`src/source/rot_cfg.svh`:
```
// Root of trust configuration
`ifndef ROT_CFG_SVH
`define ROT_CFG_SVH

`define ROT_FUSE_WORDS        8
`define ROT_MBOX_DEPTH        64
`define ROT_MBOX_AW           6

`define ROT_REG_STATUS        8'h00
`define ROT_REG_ERROR         8'h01
`define ROT_REG_FUSE_DONE     8'h02
`define ROT_REG_FUSE_BASE     8'h10
`define ROT_REG_MBOX_LOCK     8'h20
`define ROT_REG_MBOX_CMD      8'h21
`define ROT_REG_MBOX_DLEN     8'h22
`define ROT_REG_MBOX_DATAIN   8'h23
`define ROT_REG_MBOX_DATAOUT  8'h24
`define ROT_REG_MBOX_EXECUTE  8'h25

`endif

```
`src/source/rot_pkg.sv`:
```
// Root of trust shared types
`default_nettype none

`include "rot_cfg.svh"

package rot_pkg;

    // Register port
    typedef logic [7:0]  reg_addr_t;
    typedef logic [31:0] reg_data_t;

    // Fuse word index, one per obfuscation word
    typedef logic [2:0]  fuse_idx_t;

    // Mailbox SRAM word address
    typedef logic [`ROT_MBOX_AW-1:0] mbox_addr_t;

    typedef enum logic [1:0] {
        BOOT_IDLE  = 2'b00,
        BOOT_FUSE  = 2'b01,
        BOOT_BRKPT = 2'b10,
        BOOT_READY = 2'b11
    } boot_state_e;

endpackage

`default_nettype wire

```
`src/source/rot_boot_ctrl.sv`:
```
// Boot controller and fuse storage
`timescale 1ns/10ps
`default_nettype none

`include "rot_cfg.svh"

module rot_boot_ctrl (
    input  wire                   clk,
    input  wire                   reset,
    input  wire                   boot_brkpoint,
    input  wire                   fuse_wr,
    input  wire rot_pkg::fuse_idx_t fuse_idx,
    input  wire rot_pkg::reg_data_t fuse_wdata,
    input  wire                   fuse_done,
    input  wire rot_pkg::fuse_idx_t fuse_rd_idx,
    output rot_pkg::reg_data_t    fuse_rdata,
    output rot_pkg::boot_state_e  boot_state
);

    import rot_pkg::*;

    boot_state_e state_next;
    reg_data_t   fuse_mem [`ROT_FUSE_WORDS];

    // Boot sequence
    always_comb begin
        state_next = boot_state;
        case (boot_state)
            BOOT_IDLE: begin
                state_next = BOOT_FUSE;
            end
            BOOT_FUSE: begin
                if (fuse_done) begin
                    state_next = boot_brkpoint ? BOOT_BRKPT : BOOT_READY;
                end
            end
            // Held here until the debugger lets go
            BOOT_BRKPT: begin
                if (!boot_brkpoint) begin
                    state_next = BOOT_READY;
                end
            end
            default: begin
                state_next = BOOT_READY;
            end
        endcase
    end

    always_ff @(posedge clk) begin
        if (reset) begin
            boot_state <= BOOT_IDLE;
        end else begin
            boot_state <= state_next;
        end
    end

    // Fuse words are writable only during the fuse window
    always_ff @(posedge clk) begin
        if (fuse_wr && (boot_state == BOOT_FUSE)) begin
            fuse_mem[fuse_idx] <= fuse_wdata;
        end
    end

    // Locked after the fuse window, reads return zero
    assign fuse_rdata = (boot_state == BOOT_FUSE) ? fuse_mem[fuse_rd_idx] : '0;

endmodule

`default_nettype wire

```
`src/source/rot_mailbox.sv`:
```
// SoC mailbox with external SRAM
`timescale 1ns/10ps
`default_nettype none

module rot_mailbox (
    input  wire                   clk,
    input  wire                   reset,
    input  wire                   lock_rd,
    input  wire                   cmd_wr,
    input  wire                   dlen_wr,
    input  wire                   datain_wr,
    input  wire                   dataout_rd,
    input  wire                   execute_wr,
    input  wire rot_pkg::reg_data_t wdata,
    input  wire rot_pkg::reg_data_t mbox_sram_rdata,
    output logic                  lock_status,
    output rot_pkg::reg_data_t    cmd,
    output rot_pkg::reg_data_t    dlen,
    output rot_pkg::reg_data_t    dataout,
    output logic                  dataout_valid,
    output logic                  mailbox_data_avail,
    output logic                  mbox_sram_cs,
    output logic                  mbox_sram_we,
    output rot_pkg::mbox_addr_t   mbox_sram_addr,
    output rot_pkg::reg_data_t    mbox_sram_wdata
);

    import rot_pkg::*;

    logic        lock_q;
    logic        datain_acc;
    mbox_addr_t  wr_ptr;
    mbox_addr_t  rd_ptr;
    logic [31:0] rd_ptr_inc;
    logic        rd_wrap;

    // Payload writes only count while the SoC holds the lock
    assign datain_acc = datain_wr & lock_q;

    // Read pointer wraps at the programmed length
    assign rd_ptr_inc = 32'(rd_ptr) + 32'd1;
    assign rd_wrap    = (rd_ptr_inc >= dlen);

    always_ff @(posedge clk) begin
        if (reset) begin
            lock_q             <= 1'b0;
            mailbox_data_avail <= 1'b0;
            cmd                <= '0;
            dlen               <= '0;
            wr_ptr             <= '0;
            rd_ptr             <= '0;
            dataout_valid      <= 1'b0;
        end else begin
            dataout_valid <= dataout_rd;
            // Reading the lock register grabs the lock
            if (lock_rd) begin
                lock_q <= 1'b1;
            end
            if (cmd_wr && lock_q) begin
                cmd <= wdata;
            end
            if (dlen_wr && lock_q) begin
                dlen <= wdata;
            end
            if (datain_acc) begin
                wr_ptr <= wr_ptr + 1'b1;
            end
            if (dataout_rd) begin
                rd_ptr <= rd_wrap ? '0 : mbox_addr_t'(rd_ptr_inc);
            end
            if (execute_wr && lock_q) begin
                if (wdata[0]) begin
                    mailbox_data_avail <= 1'b1;
                end else begin
                    // Transaction done, hand the mailbox back
                    mailbox_data_avail <= 1'b0;
                    lock_q             <= 1'b0;
                    wr_ptr             <= '0;
                    rd_ptr             <= '0;
                end
            end
        end
    end

    // SRAM port, write and read never coincide
    always_comb begin
        mbox_sram_cs    = datain_acc | dataout_rd;
        mbox_sram_we    = datain_acc;
        mbox_sram_addr  = datain_acc ? wr_ptr : rd_ptr;
        mbox_sram_wdata = wdata;
    end

    assign lock_status = lock_q;
    assign dataout     = mbox_sram_rdata;

endmodule

`default_nettype wire

```
`src/source/rot_reg_ifc.sv`:
```
// SoC register interface
`timescale 1ns/10ps
`default_nettype none

`include "rot_cfg.svh"

module rot_reg_ifc (
    input  wire                    clk,
    input  wire                    reset,
    input  wire                    reg_wr,
    input  wire                    reg_rd,
    input  wire rot_pkg::reg_addr_t  reg_addr,
    input  wire rot_pkg::reg_data_t  reg_wdata,
    input  wire rot_pkg::boot_state_e boot_state,
    input  wire rot_pkg::reg_data_t  fuse_rdata,
    input  wire                    lock_status,
    input  wire rot_pkg::reg_data_t  cmd,
    input  wire rot_pkg::reg_data_t  dlen,
    input  wire rot_pkg::reg_data_t  dataout,
    input  wire                    dataout_valid,
    input  wire                    mailbox_data_avail,
    output rot_pkg::reg_data_t     reg_rdata,
    output logic                   reg_rd_valid,
    output logic                   error_fatal,
    output logic                   error_non_fatal,
    output logic                   fuse_wr,
    output logic                   fuse_done,
    output rot_pkg::fuse_idx_t     fuse_idx,
    output rot_pkg::fuse_idx_t     fuse_rd_idx,
    output logic                   lock_rd,
    output logic                   cmd_wr,
    output logic                   dlen_wr,
    output logic                   datain_wr,
    output logic                   dataout_rd,
    output logic                   execute_wr
);

    import rot_pkg::*;

    logic      is_fuse;
    logic      is_mbox;
    logic      is_mapped;
    logic      in_fuse;
    logic      in_ready;
    logic      rd_acc;
    logic      rd_pend;
    logic      mbox_wr;
    logic      mbox_rd;
    logic      set_fatal;
    logic      set_non_fatal;
    logic      err_clr;
    reg_data_t rd_mux;

    // Address decode
    assign is_fuse   = (reg_addr >= `ROT_REG_FUSE_BASE) &&
                       (reg_addr < `ROT_REG_FUSE_BASE + `ROT_FUSE_WORDS);
    assign is_mbox   = (reg_addr >= `ROT_REG_MBOX_LOCK) &&
                       (reg_addr <= `ROT_REG_MBOX_EXECUTE);
    assign is_mapped = is_fuse || is_mbox ||
                       (reg_addr inside {`ROT_REG_STATUS, `ROT_REG_ERROR, `ROT_REG_FUSE_DONE});
    assign in_fuse   = (boot_state == BOOT_FUSE);
    assign in_ready  = (boot_state == BOOT_READY);

    // Reads arriving during a data-out fetch are dropped
    assign rd_acc  = reg_rd && !rd_pend;
    assign mbox_wr = reg_wr && in_ready;
    assign mbox_rd = rd_acc && in_ready;

    assign fuse_idx    = fuse_idx_t'(reg_addr - `ROT_REG_FUSE_BASE);
    assign fuse_rd_idx = fuse_idx;
    assign fuse_wr     = reg_wr && is_fuse && in_fuse;
    assign fuse_done   = reg_wr && (reg_addr == `ROT_REG_FUSE_DONE) && in_fuse;

    assign lock_rd    = mbox_rd && (reg_addr == `ROT_REG_MBOX_LOCK);
    assign dataout_rd = mbox_rd && (reg_addr == `ROT_REG_MBOX_DATAOUT);
    assign cmd_wr     = mbox_wr && (reg_addr == `ROT_REG_MBOX_CMD);
    assign dlen_wr    = mbox_wr && (reg_addr == `ROT_REG_MBOX_DLEN);
    assign datain_wr  = mbox_wr && (reg_addr == `ROT_REG_MBOX_DATAIN);
    assign execute_wr = mbox_wr && (reg_addr == `ROT_REG_MBOX_EXECUTE);

    // Access checks
    assign set_fatal     = reg_wr && (is_fuse || (reg_addr == `ROT_REG_FUSE_DONE)) && !in_fuse;
    assign set_non_fatal = (reg_wr || rd_acc) && (!is_mapped || (is_mbox && !in_ready));
    assign err_clr       = reg_wr && (reg_addr == `ROT_REG_ERROR);

    always_ff @(posedge clk) begin
        if (reset) begin
            error_fatal     <= 1'b0;
            error_non_fatal <= 1'b0;
        end else begin
            if (set_fatal) begin
                error_fatal <= 1'b1;
            end else if (err_clr && reg_wdata[0]) begin
                error_fatal <= 1'b0;
            end
            if (set_non_fatal) begin
                error_non_fatal <= 1'b1;
            end else if (err_clr && reg_wdata[1]) begin
                error_non_fatal <= 1'b0;
            end
        end
    end

    always_comb begin
        rd_mux = '0;
        if (is_fuse) begin
            rd_mux = fuse_rdata;
        end else if (is_mbox && !in_ready) begin
            // Blocked mailbox access reads as zero
            rd_mux = '0;
        end else begin
            case (reg_addr)
                `ROT_REG_STATUS:       rd_mux = {29'b0, mailbox_data_avail, in_ready, in_fuse};
                `ROT_REG_ERROR:        rd_mux = {30'b0, error_non_fatal, error_fatal};
                `ROT_REG_FUSE_DONE:    rd_mux = {31'b0, !in_fuse && (boot_state != BOOT_IDLE)};
                `ROT_REG_MBOX_LOCK:    rd_mux = {31'b0, lock_status};
                `ROT_REG_MBOX_CMD:     rd_mux = cmd;
                `ROT_REG_MBOX_DLEN:    rd_mux = dlen;
                `ROT_REG_MBOX_EXECUTE: rd_mux = {31'b0, mailbox_data_avail};
                default:               rd_mux = '0;
            endcase
        end
    end

    // Data-out waits one more cycle for the SRAM
    always_ff @(posedge clk) begin
        if (reset) begin
            reg_rd_valid <= 1'b0;
            rd_pend      <= 1'b0;
        end else begin
            reg_rd_valid <= (rd_acc && !dataout_rd) || (rd_pend && dataout_valid);
            if (dataout_rd) begin
                rd_pend <= 1'b1;
            end else if (dataout_valid) begin
                rd_pend <= 1'b0;
            end
        end
    end

    always_ff @(posedge clk) begin
        if (rd_acc && !dataout_rd) begin
            reg_rdata <= rd_mux;
        end else if (rd_pend && dataout_valid) begin
            reg_rdata <= dataout;
        end
    end

endmodule

`default_nettype wire

```
`src/source/rot_top.sv`:
```
// Root of trust top level
`timescale 1ns/10ps
`default_nettype none

module rot_top (
    input  wire                   clk,
    input  wire                   reset,
    input  wire                   boot_brkpoint,
    input  wire                   reg_wr,
    input  wire                   reg_rd,
    input  wire rot_pkg::reg_addr_t reg_addr,
    input  wire rot_pkg::reg_data_t reg_wdata,
    output rot_pkg::reg_data_t    reg_rdata,
    output logic                  reg_rd_valid,
    output logic                  mbox_sram_cs,
    output logic                  mbox_sram_we,
    output rot_pkg::mbox_addr_t   mbox_sram_addr,
    output rot_pkg::reg_data_t    mbox_sram_wdata,
    input  wire rot_pkg::reg_data_t mbox_sram_rdata,
    output logic                  ready_for_fuses,
    output logic                  ready_for_mb_processing,
    output logic                  mailbox_data_avail,
    output logic                  error_fatal,
    output logic                  error_non_fatal
);

    import rot_pkg::*;

    boot_state_e boot_state;
    logic        fuse_wr;
    logic        fuse_done;
    fuse_idx_t   fuse_idx;
    fuse_idx_t   fuse_rd_idx;
    reg_data_t   fuse_rdata;
    logic        lock_rd;
    logic        cmd_wr;
    logic        dlen_wr;
    logic        datain_wr;
    logic        dataout_rd;
    logic        execute_wr;
    logic        lock_status;
    reg_data_t   cmd;
    reg_data_t   dlen;
    reg_data_t   dataout;
    logic        dataout_valid;

    assign ready_for_fuses         = (boot_state == BOOT_FUSE);
    assign ready_for_mb_processing = (boot_state == BOOT_READY);

    rot_reg_ifc i_rot_reg_ifc (
        .clk                (clk),
        .reset              (reset),
        .reg_wr             (reg_wr),
        .reg_rd             (reg_rd),
        .reg_addr           (reg_addr),
        .reg_wdata          (reg_wdata),
        .boot_state         (boot_state),
        .fuse_rdata         (fuse_rdata),
        .lock_status        (lock_status),
        .cmd                (cmd),
        .dlen               (dlen),
        .dataout            (dataout),
        .dataout_valid      (dataout_valid),
        .mailbox_data_avail (mailbox_data_avail),
        .reg_rdata          (reg_rdata),
        .reg_rd_valid       (reg_rd_valid),
        .error_fatal        (error_fatal),
        .error_non_fatal    (error_non_fatal),
        .fuse_wr            (fuse_wr),
        .fuse_done          (fuse_done),
        .fuse_idx           (fuse_idx),
        .fuse_rd_idx        (fuse_rd_idx),
        .lock_rd            (lock_rd),
        .cmd_wr             (cmd_wr),
        .dlen_wr            (dlen_wr),
        .datain_wr          (datain_wr),
        .dataout_rd         (dataout_rd),
        .execute_wr         (execute_wr)
    );

    rot_boot_ctrl i_rot_boot_ctrl (
        .clk           (clk),
        .reset         (reset),
        .boot_brkpoint (boot_brkpoint),
        .fuse_wr       (fuse_wr),
        .fuse_idx      (fuse_idx),
        .fuse_wdata    (reg_wdata),
        .fuse_done     (fuse_done),
        .fuse_rd_idx   (fuse_rd_idx),
        .fuse_rdata    (fuse_rdata),
        .boot_state    (boot_state)
    );

    rot_mailbox i_rot_mailbox (
        .clk                (clk),
        .reset              (reset),
        .lock_rd            (lock_rd),
        .cmd_wr             (cmd_wr),
        .dlen_wr            (dlen_wr),
        .datain_wr          (datain_wr),
        .dataout_rd         (dataout_rd),
        .execute_wr         (execute_wr),
        .wdata              (reg_wdata),
        .mbox_sram_rdata    (mbox_sram_rdata),
        .lock_status        (lock_status),
        .cmd                (cmd),
        .dlen               (dlen),
        .dataout            (dataout),
        .dataout_valid      (dataout_valid),
        .mailbox_data_avail (mailbox_data_avail),
        .mbox_sram_cs       (mbox_sram_cs),
        .mbox_sram_we       (mbox_sram_we),
        .mbox_sram_addr     (mbox_sram_addr),
        .mbox_sram_wdata    (mbox_sram_wdata)
    );

endmodule

`default_nettype wire

```
`config.mk`:
```
export PLATFORM = sky130hd
export DESIGN_NAME = rot_top
export DESIGN_NICKNAME = d
export VERILOG_FILES = /design/src/source/rot_pkg.sv /design/src/source/rot_boot_ctrl.sv /design/src/source/rot_mailbox.sv /design/src/source/rot_reg_ifc.sv /design/src/source/rot_top.sv
export VERILOG_INCLUDE_DIRS = /design/src /design/src/source
export SDC_FILE = /design/constraint.sdc
export NUM_CORES = 1
export LEC_CHECK = 0
export ABC_CLOCK_PERIOD_IN_PS = 11700
export BUFFER_PORTS_ARGS = -buffer_cell sky130_fd_sc_hd__buf_2
export CAP_MARGIN = 30
export CORE_MARGIN = 4
export CORE_UTILIZATION = 26
export DETAILED_ROUTE_END_ITERATION = 10
export PLACE_DENSITY_LB_ADDON = 0.2
export SETUP_SLACK_MARGIN = 0.5
export SLEW_MARGIN = 20
export SYNTH_ARGS = -nofsm -noshare
export SYNTH_HDL_FRONTEND = slang
export SYNTH_SLANG_ARGS = --single-unit
```
`constraint.sdc`:
```
create_clock -name clk -period 11.7 [get_ports clk]
set_clock_uncertainty 0.05 [all_clocks]
set_input_delay 1.755 -clock clk [delete_from_list [all_inputs] [get_ports clk]]
set_output_delay 1.755 -clock clk [all_outputs]
set_load 0.1 [all_outputs]
```
---- Word level (Yosys, flattened, before mapping) ----
Memories as Yosys holds them, arrays and structs flattened.
Cells that the tools add are included.
cells by class
  order comparisons ....................... 5
  multiplexer cells ....................... 30
  eq/ne operators ......................... 13
  bitwise operators ....................... 2
  reductions and logical operators ........ 49
  add/subtract/negate cells ............... 3
operators with widths
  kind                                                 number
  one-hot mux 32 bit (7 select lines)                  1
  2-to-1 mux 32 bit                                    5
  equality test 8 x 6 -> 1 bit, second input constant  6
  2-to-1 mux 6 bit                                     8
  >= comparator 32 bit                                 1
  logical AND 1 bit                                    29
  2-to-1 mux 1 bit                                     13
  nonzero test 2 bit                                   5
  equality test 8 x 1 -> 1 bit, second input constant  1
  equality test 8 x 2 -> 1 bit, second input constant  1
  >= comparator 8 x 5 -> 1 bit, second input constant  1
  >= comparator 8 x 6 -> 1 bit, second input constant  1
  <= comparator 8 x 6 -> 1 bit, second input constant  1
  zero test 8 bit                                      1
  < comparator 8 x 5 -> 1 bit, second input constant   1
  adder 6 x 1 -> 7 bit, second input constant          1
  adder 6 x 1 -> 6 bit, second input constant          1
  logical OR 1 bit                                     6
  one-hot mux 2 bit (3 select lines)                   1
  zero test 1 bit                                      5
  equality test 2 bit, second input constant           2
  2-to-1 mux 2 bit                                     2
  inequality test 2 bit, second input constant         2
  nonzero test 3 bit                                   1
  6 further kinds                                      6
word-level totals
  input bits .............................. 77
  register bits ........................... 117
  logic and storage cells ................. 116
  bits in writable memories ............... 256
  output and inout bits ................... 78
  memories ................................ 1
memory list
  name                      depth  bits a word  read ports  clocked after memory_dff  wr ports  RTL line             text
  i_rot_boot_ctrl.fuse_mem  8      32           1           0                         1         rot_boot_ctrl.sv:23  reg_data_t fuse_mem [`ROT_FUSE_WORDS];

---- Longest topological paths before layout ----
  depth in word-level cells ............... 8
  mapped depth ............................ 10
  depth with buffers taken out ............ 9

---- Hierarchy ----
From an unflattened synthesis, not the netlist that was laid out.
unflattened totals
  cell total of the unflattened synthesis .. 1,272
  area total of the unflattened synthesis .. 16,179.3 µm²
by module, submodules not included
  module         area an instance (µm²)  times used  cells an instance
  rot_boot_ctrl  9,907.0                 1           535
  rot_mailbox    3,726.1                 1           467
  rot_reg_ifc    2,529.9                 1           268
  rot_top        16.3                    1           2

---- Least setup slack after synthesis ----
Ideal clock, no wire load.
  path kind ............................... in2out
  start point ............................. input reg_addr[5]
  end point ............................... output mbox_sram_addr[0]
  slack ................................... 6,059 ps
  cell stages on the path ................. 8
  required time ........................... 9,895 ps
  buffers on the path ..................... 2
  data arrival time ....................... 3,836 ps
  cell sequence ........................... buf_4 > or4b_4 > nor3_4 > nand3_4 > clkinv_2 > buf_8 > nand2_1 > nand2_1
between the ends
  longest elaborated chain between the ends .. 4
RTL lines
  element                                        RTL line           text
  from (decl)                                    rot_top.sv:11      input wire rot_pkg::reg_addr_t reg_addr,
  equality test 8 x 6 -> 1 bit (no source line)  --
  logical AND 1 bit                              rot_reg_ifc.sv:78  assign datain_wr = mbox_wr && (reg_addr == `ROT_REG_MBOX_DATAIN);
  bitwise AND 1 bit                              rot_mailbox.sv:38  assign datain_acc = datain_wr & lock_q;
  named net mbox_sram_we                         rot_top.sv:16      output logic mbox_sram_we,
  2-to-1 mux 6 bit                               rot_mailbox.sv:89  mbox_sram_addr = datain_acc ? wr_ptr : rd_ptr;
  to (decl)                                      rot_top.sv:17      output rot_pkg::mbox_addr_t mbox_sram_addr,
The timed path passes the listed nets, and every way through them passes these cells.

---- Worst setup path after layout ----
  start point ............................. input reg_addr[0]
  end point ............................... output mbox_sram_cs
between the ends
  longest elaborated chain between the ends .. 4
  elaborated cells between the ends (all ways) .. 6
  classes of those cells .................. eq/ne (2); bitwise (2); reduce/logical (2)
RTL lines
  element                                        RTL line           text
  equality test 8 x 6 -> 1 bit (no source line)  --
  logical AND 1 bit                              rot_reg_ifc.sv:78
  bitwise AND 1 bit                              rot_mailbox.sv:38
  OR 1 bit (*)                                   rot_mailbox.sv:87  mbox_sram_cs = datain_acc | dataout_rd;
  to (decl)                                      rot_top.sv:15      output logic mbox_sram_cs,
Mark *: on every way between the ends. The rest lies on a longest branch, timed or not.

==> impl_metrics.toml <==
[outcome]
status = "finished clean"

[synthesis]
synthesis.area_um2 = 15480
ys_async_sr_fraction_pct = 0
synth_top_flop_cell = "edfxtp_1"
netlist.area_leader.share_pct = 55.87
syn_area_per_cell_um2 = 14.23
yosysWarnings = 0
syn_nets = 1174
yosysSeqAreaShare_pct = 66.86
synthTopCellsByArea = "edfxtp_1 56%, dfxtp_1 11%, mux4_2 9.3%"
synth_cell_types = 57
synth_edf_count = 288
synth_cells = 1088
synth_top_area_cell = "edfxtp_1"
synth.ff_latch_count = 373

[floorplanning]
dieArea_um2 = 63510
rows = 89
start_util_pct = 26.23
num_io_pins = 155
die_x_um = 252.0
die_h_um = 252.0
coreArea_um2 = 59020

[min_path]
hp-start = "i_rot_mailbox.cmd[11]"
min_delay_path_depth = 2
hold_class = "reg -> reg"
min_to = "i_rot_mailbox.cmd[11]"

[routing]
first_pass_iters = 4
wl_met3_um = 1868
wl_um = 42760
num_vias = 9367
drt-met1-wl_um = 19520
drtAntennaViolNets = 0
vias_per_cell = 4.644
wl_per_cell_um = 21.20
top_layer = "met4"
drt_iter0_drc = 590
wl_met2_um = 20360
drc_errors = 0

[sta]
setup_viol = 0
timing.setup.tns_ns = 0
max_slew_margin_pct = 35.26
rsz0062_at_grt = "false"
finalCriticalPeriod_ns = 6.060
timing.final.max_slew_violations = 0
worstMarginPinSlew_ns = 0.9711
hold_viol = 0
fmax_ghz = 0.1650
finalCritPeriodShare_pct = 51.80

[clock_network]
clock_path_buffers = 3
h-tree-depth = 2
clkLatencyLatePin_ns = 0.56
cts_tree = "done"
cts-resized-gates = 0
cts-hold-fix-buffers = 0
clkSlewWorstSetupHoldPaths_ns = 0.06
root_buffer = "clkbuf_16"
cts_buffers = 44
cts_sinks = 373
cts_setup_buffers = 0

[global_route]
gr-total-overflow = 0
grt_max_degree = 71
grt_first_pass_wirelength_um = 63260
grt_pass1_vias = 9678
antenna_found_initial = 1
track_usage_pct = 13.29

[setup_path]
path_class = "in -> out"
crit_path_end_kind = "primary output"
cp_cell_sequence = "buf_4, nor4bb_1, nand4b_1, nand2_1, buf_2"
worst_setup_path_start_kind = "input port"
ff2ff_path_depth = 5
cp_max_fo = 24
crit_slowest_cell = "nor4bb_1"
r2r-end = "i_rot_boot_ctrl.fuse_mem[5][8]"
critPathRequiredTime_ns = 9.90
slowest_delay_ns = 0.86
cp.arrival_ns = 4.26
r2r_start = "i_rot_boot_ctrl.boot_state[0]"
reg2reg_slack_ns = 8.75

[place]
io_buffers = 154
place.gp.congestion = 0.7397
dp_hpwl_um = 24720

[final_layout]
nNetsFinal = 1294
final_cell_mix = "288 x edfxtp_1, 164 x nand2_1, 152 x buf_2"
antennaDiodeCount = 0
syn_to_final_growth_pct = 18.50
nFillCells = 5976
layout-drive-gt1-share_pct = 26.77
post-route-util_pct = 31.08
layout_commonest_cell = "edfxtp_1"

[power_and_ir_drop]
p_per_area_nw_per_um2 = 164.0
ir_drop_mv = 0.08630
leakage_nw = 6.108

[flow_run]
maxCapViolCount = 0
==> power breakdown <==
group / switching [mW] / leakage (nW) / internal (mW)
combinational: 0.183 / 2.10 / 0.0520
clock: 0.544 / 0.702 / 0.791
sequential: 0.00257 / 3.31 / 1.43
total: 0.730 / 6.11 / 2.28
==> state kept, by name, summed over array words and instances, names as in the netlist <==
name / cells
i_rot_boot_ctrl.fuse_mem: 256
i_rot_mailbox.cmd: 32
i_rot_mailbox.dlen: 32
i_rot_reg_ifc.reg_rdata: 32
i_rot_mailbox.rd_ptr: 6
i_rot_mailbox.wr_ptr: 6
i_rot_boot_ctrl.boot_state: 2
i_rot_mailbox.dataout_valid: 1
i_rot_mailbox.lock_status: 1
i_rot_mailbox.mailbox_data_avail: 1
i_rot_reg_ifc.error_fatal: 1
i_rot_reg_ifc.error_non_fatal: 1
i_rot_reg_ifc.rd_pend: 1
i_rot_reg_ifc.reg_rd_valid: 1
==> per-stage QoR <==
stage	total power, mW	cells	hold WS [ns]	worst slack (ns)	instance area [um^2]
after global placement	1.704	1934	0.3911	5.692	16920
after detailed placement	1.705	1934	0.3962	5.635	16920
final	3.008	2017	0.4021	5.640	18340
after CTS	3.057	2016	0.4038	5.627	18340
after floorplan	1.642	1088	0.3857	6.059	15480
after global routing	3.118	2017	0.4181	5.370	18340
==> layer usage <==
metal  vias to the layer above  global-route usage, %
li1                       4345                      -
met1                      4759                  18.20
met2                       204                  21.72
met3                        59                  2.257
met4                         0                  4.098
met5                         -                      0
==> worst max path at each step <==
| stage | from | end | cells after the start |
|---|---|---|---|
| after global routing | reg_addr[0] | mbox_sram_cs | 5 |
| final | reg_addr[0] | mbox_sram_cs | 5 |
| after detailed placement | reg_addr[0] | mbox_sram_cs | 5 |
| after CTS | reg_addr[0] | mbox_sram_cs | 5 |
| after global placement | reg_addr[2] | mbox_sram_addr[3] | 9 |
| after floorplan | reg_addr[5] | mbox_sram_addr[0] | 8 |
==> layout make-up <==
class,count,area [um^2],area share (%)
flip-flops and latches,373,10350,56.42
multi-input cells,600,4617,25.17
clock buffers,66,1297,7.073
well taps,773,967.2,5.273
repair buffers,177,948.4,5.170
clock inverters,16,117.6,0.6412
inverters,12,46.29,0.2524
==> cells in the mapped netlist (4+ instances only) <==
library cell and n:
a21oi_1 113, a22oi_1 30, and2_1 5, buf_1 10
buf_2 18, buf_4 35, clkbuf_1 39, dfxtp_1 85
edfxtp_1 288, ha_1 9, inv_1 11, mux2i_1 35
mux4_2 64, nand2_1 166, nand2b_1 5, nand3_1 6
nand4_1 7, nor2_1 58, nor2b_1 6, nor3_1 5
nor4_1 6, o211ai_1 4, o21ai_0 4, o22a_1 29
o22ai_1 4, xor2_1 6
==> cells by family (layout without fill, tap and decap cells) <==
| kind of cell | Yosys count | after routing | share of synthesized area [%] |
|---|---|---|---|
| buffers and inverters | 115 | 271 | 3.864 |
| flip-flops | 373 | 373 | 66.86 |
| AO/OA/AOI/OAI | 198 | 198 | 8.051 |
| adder cells (fa/ha/maj) | 9 | 9 | 0.7275 |
| AND/OR/NAND/NOR | 285 | 285 | 8.414 |
| multiplexers | 99 | 99 | 11.57 |
| XOR/XNOR | 9 | 9 | 0.5092 |
==> worst max-delay path: cells and delay by family <==
kind	cells	cell delay (ns)
buf+inv	2	0.72
simple gates	3	1.76
Power figures use the tool's default switching activity.
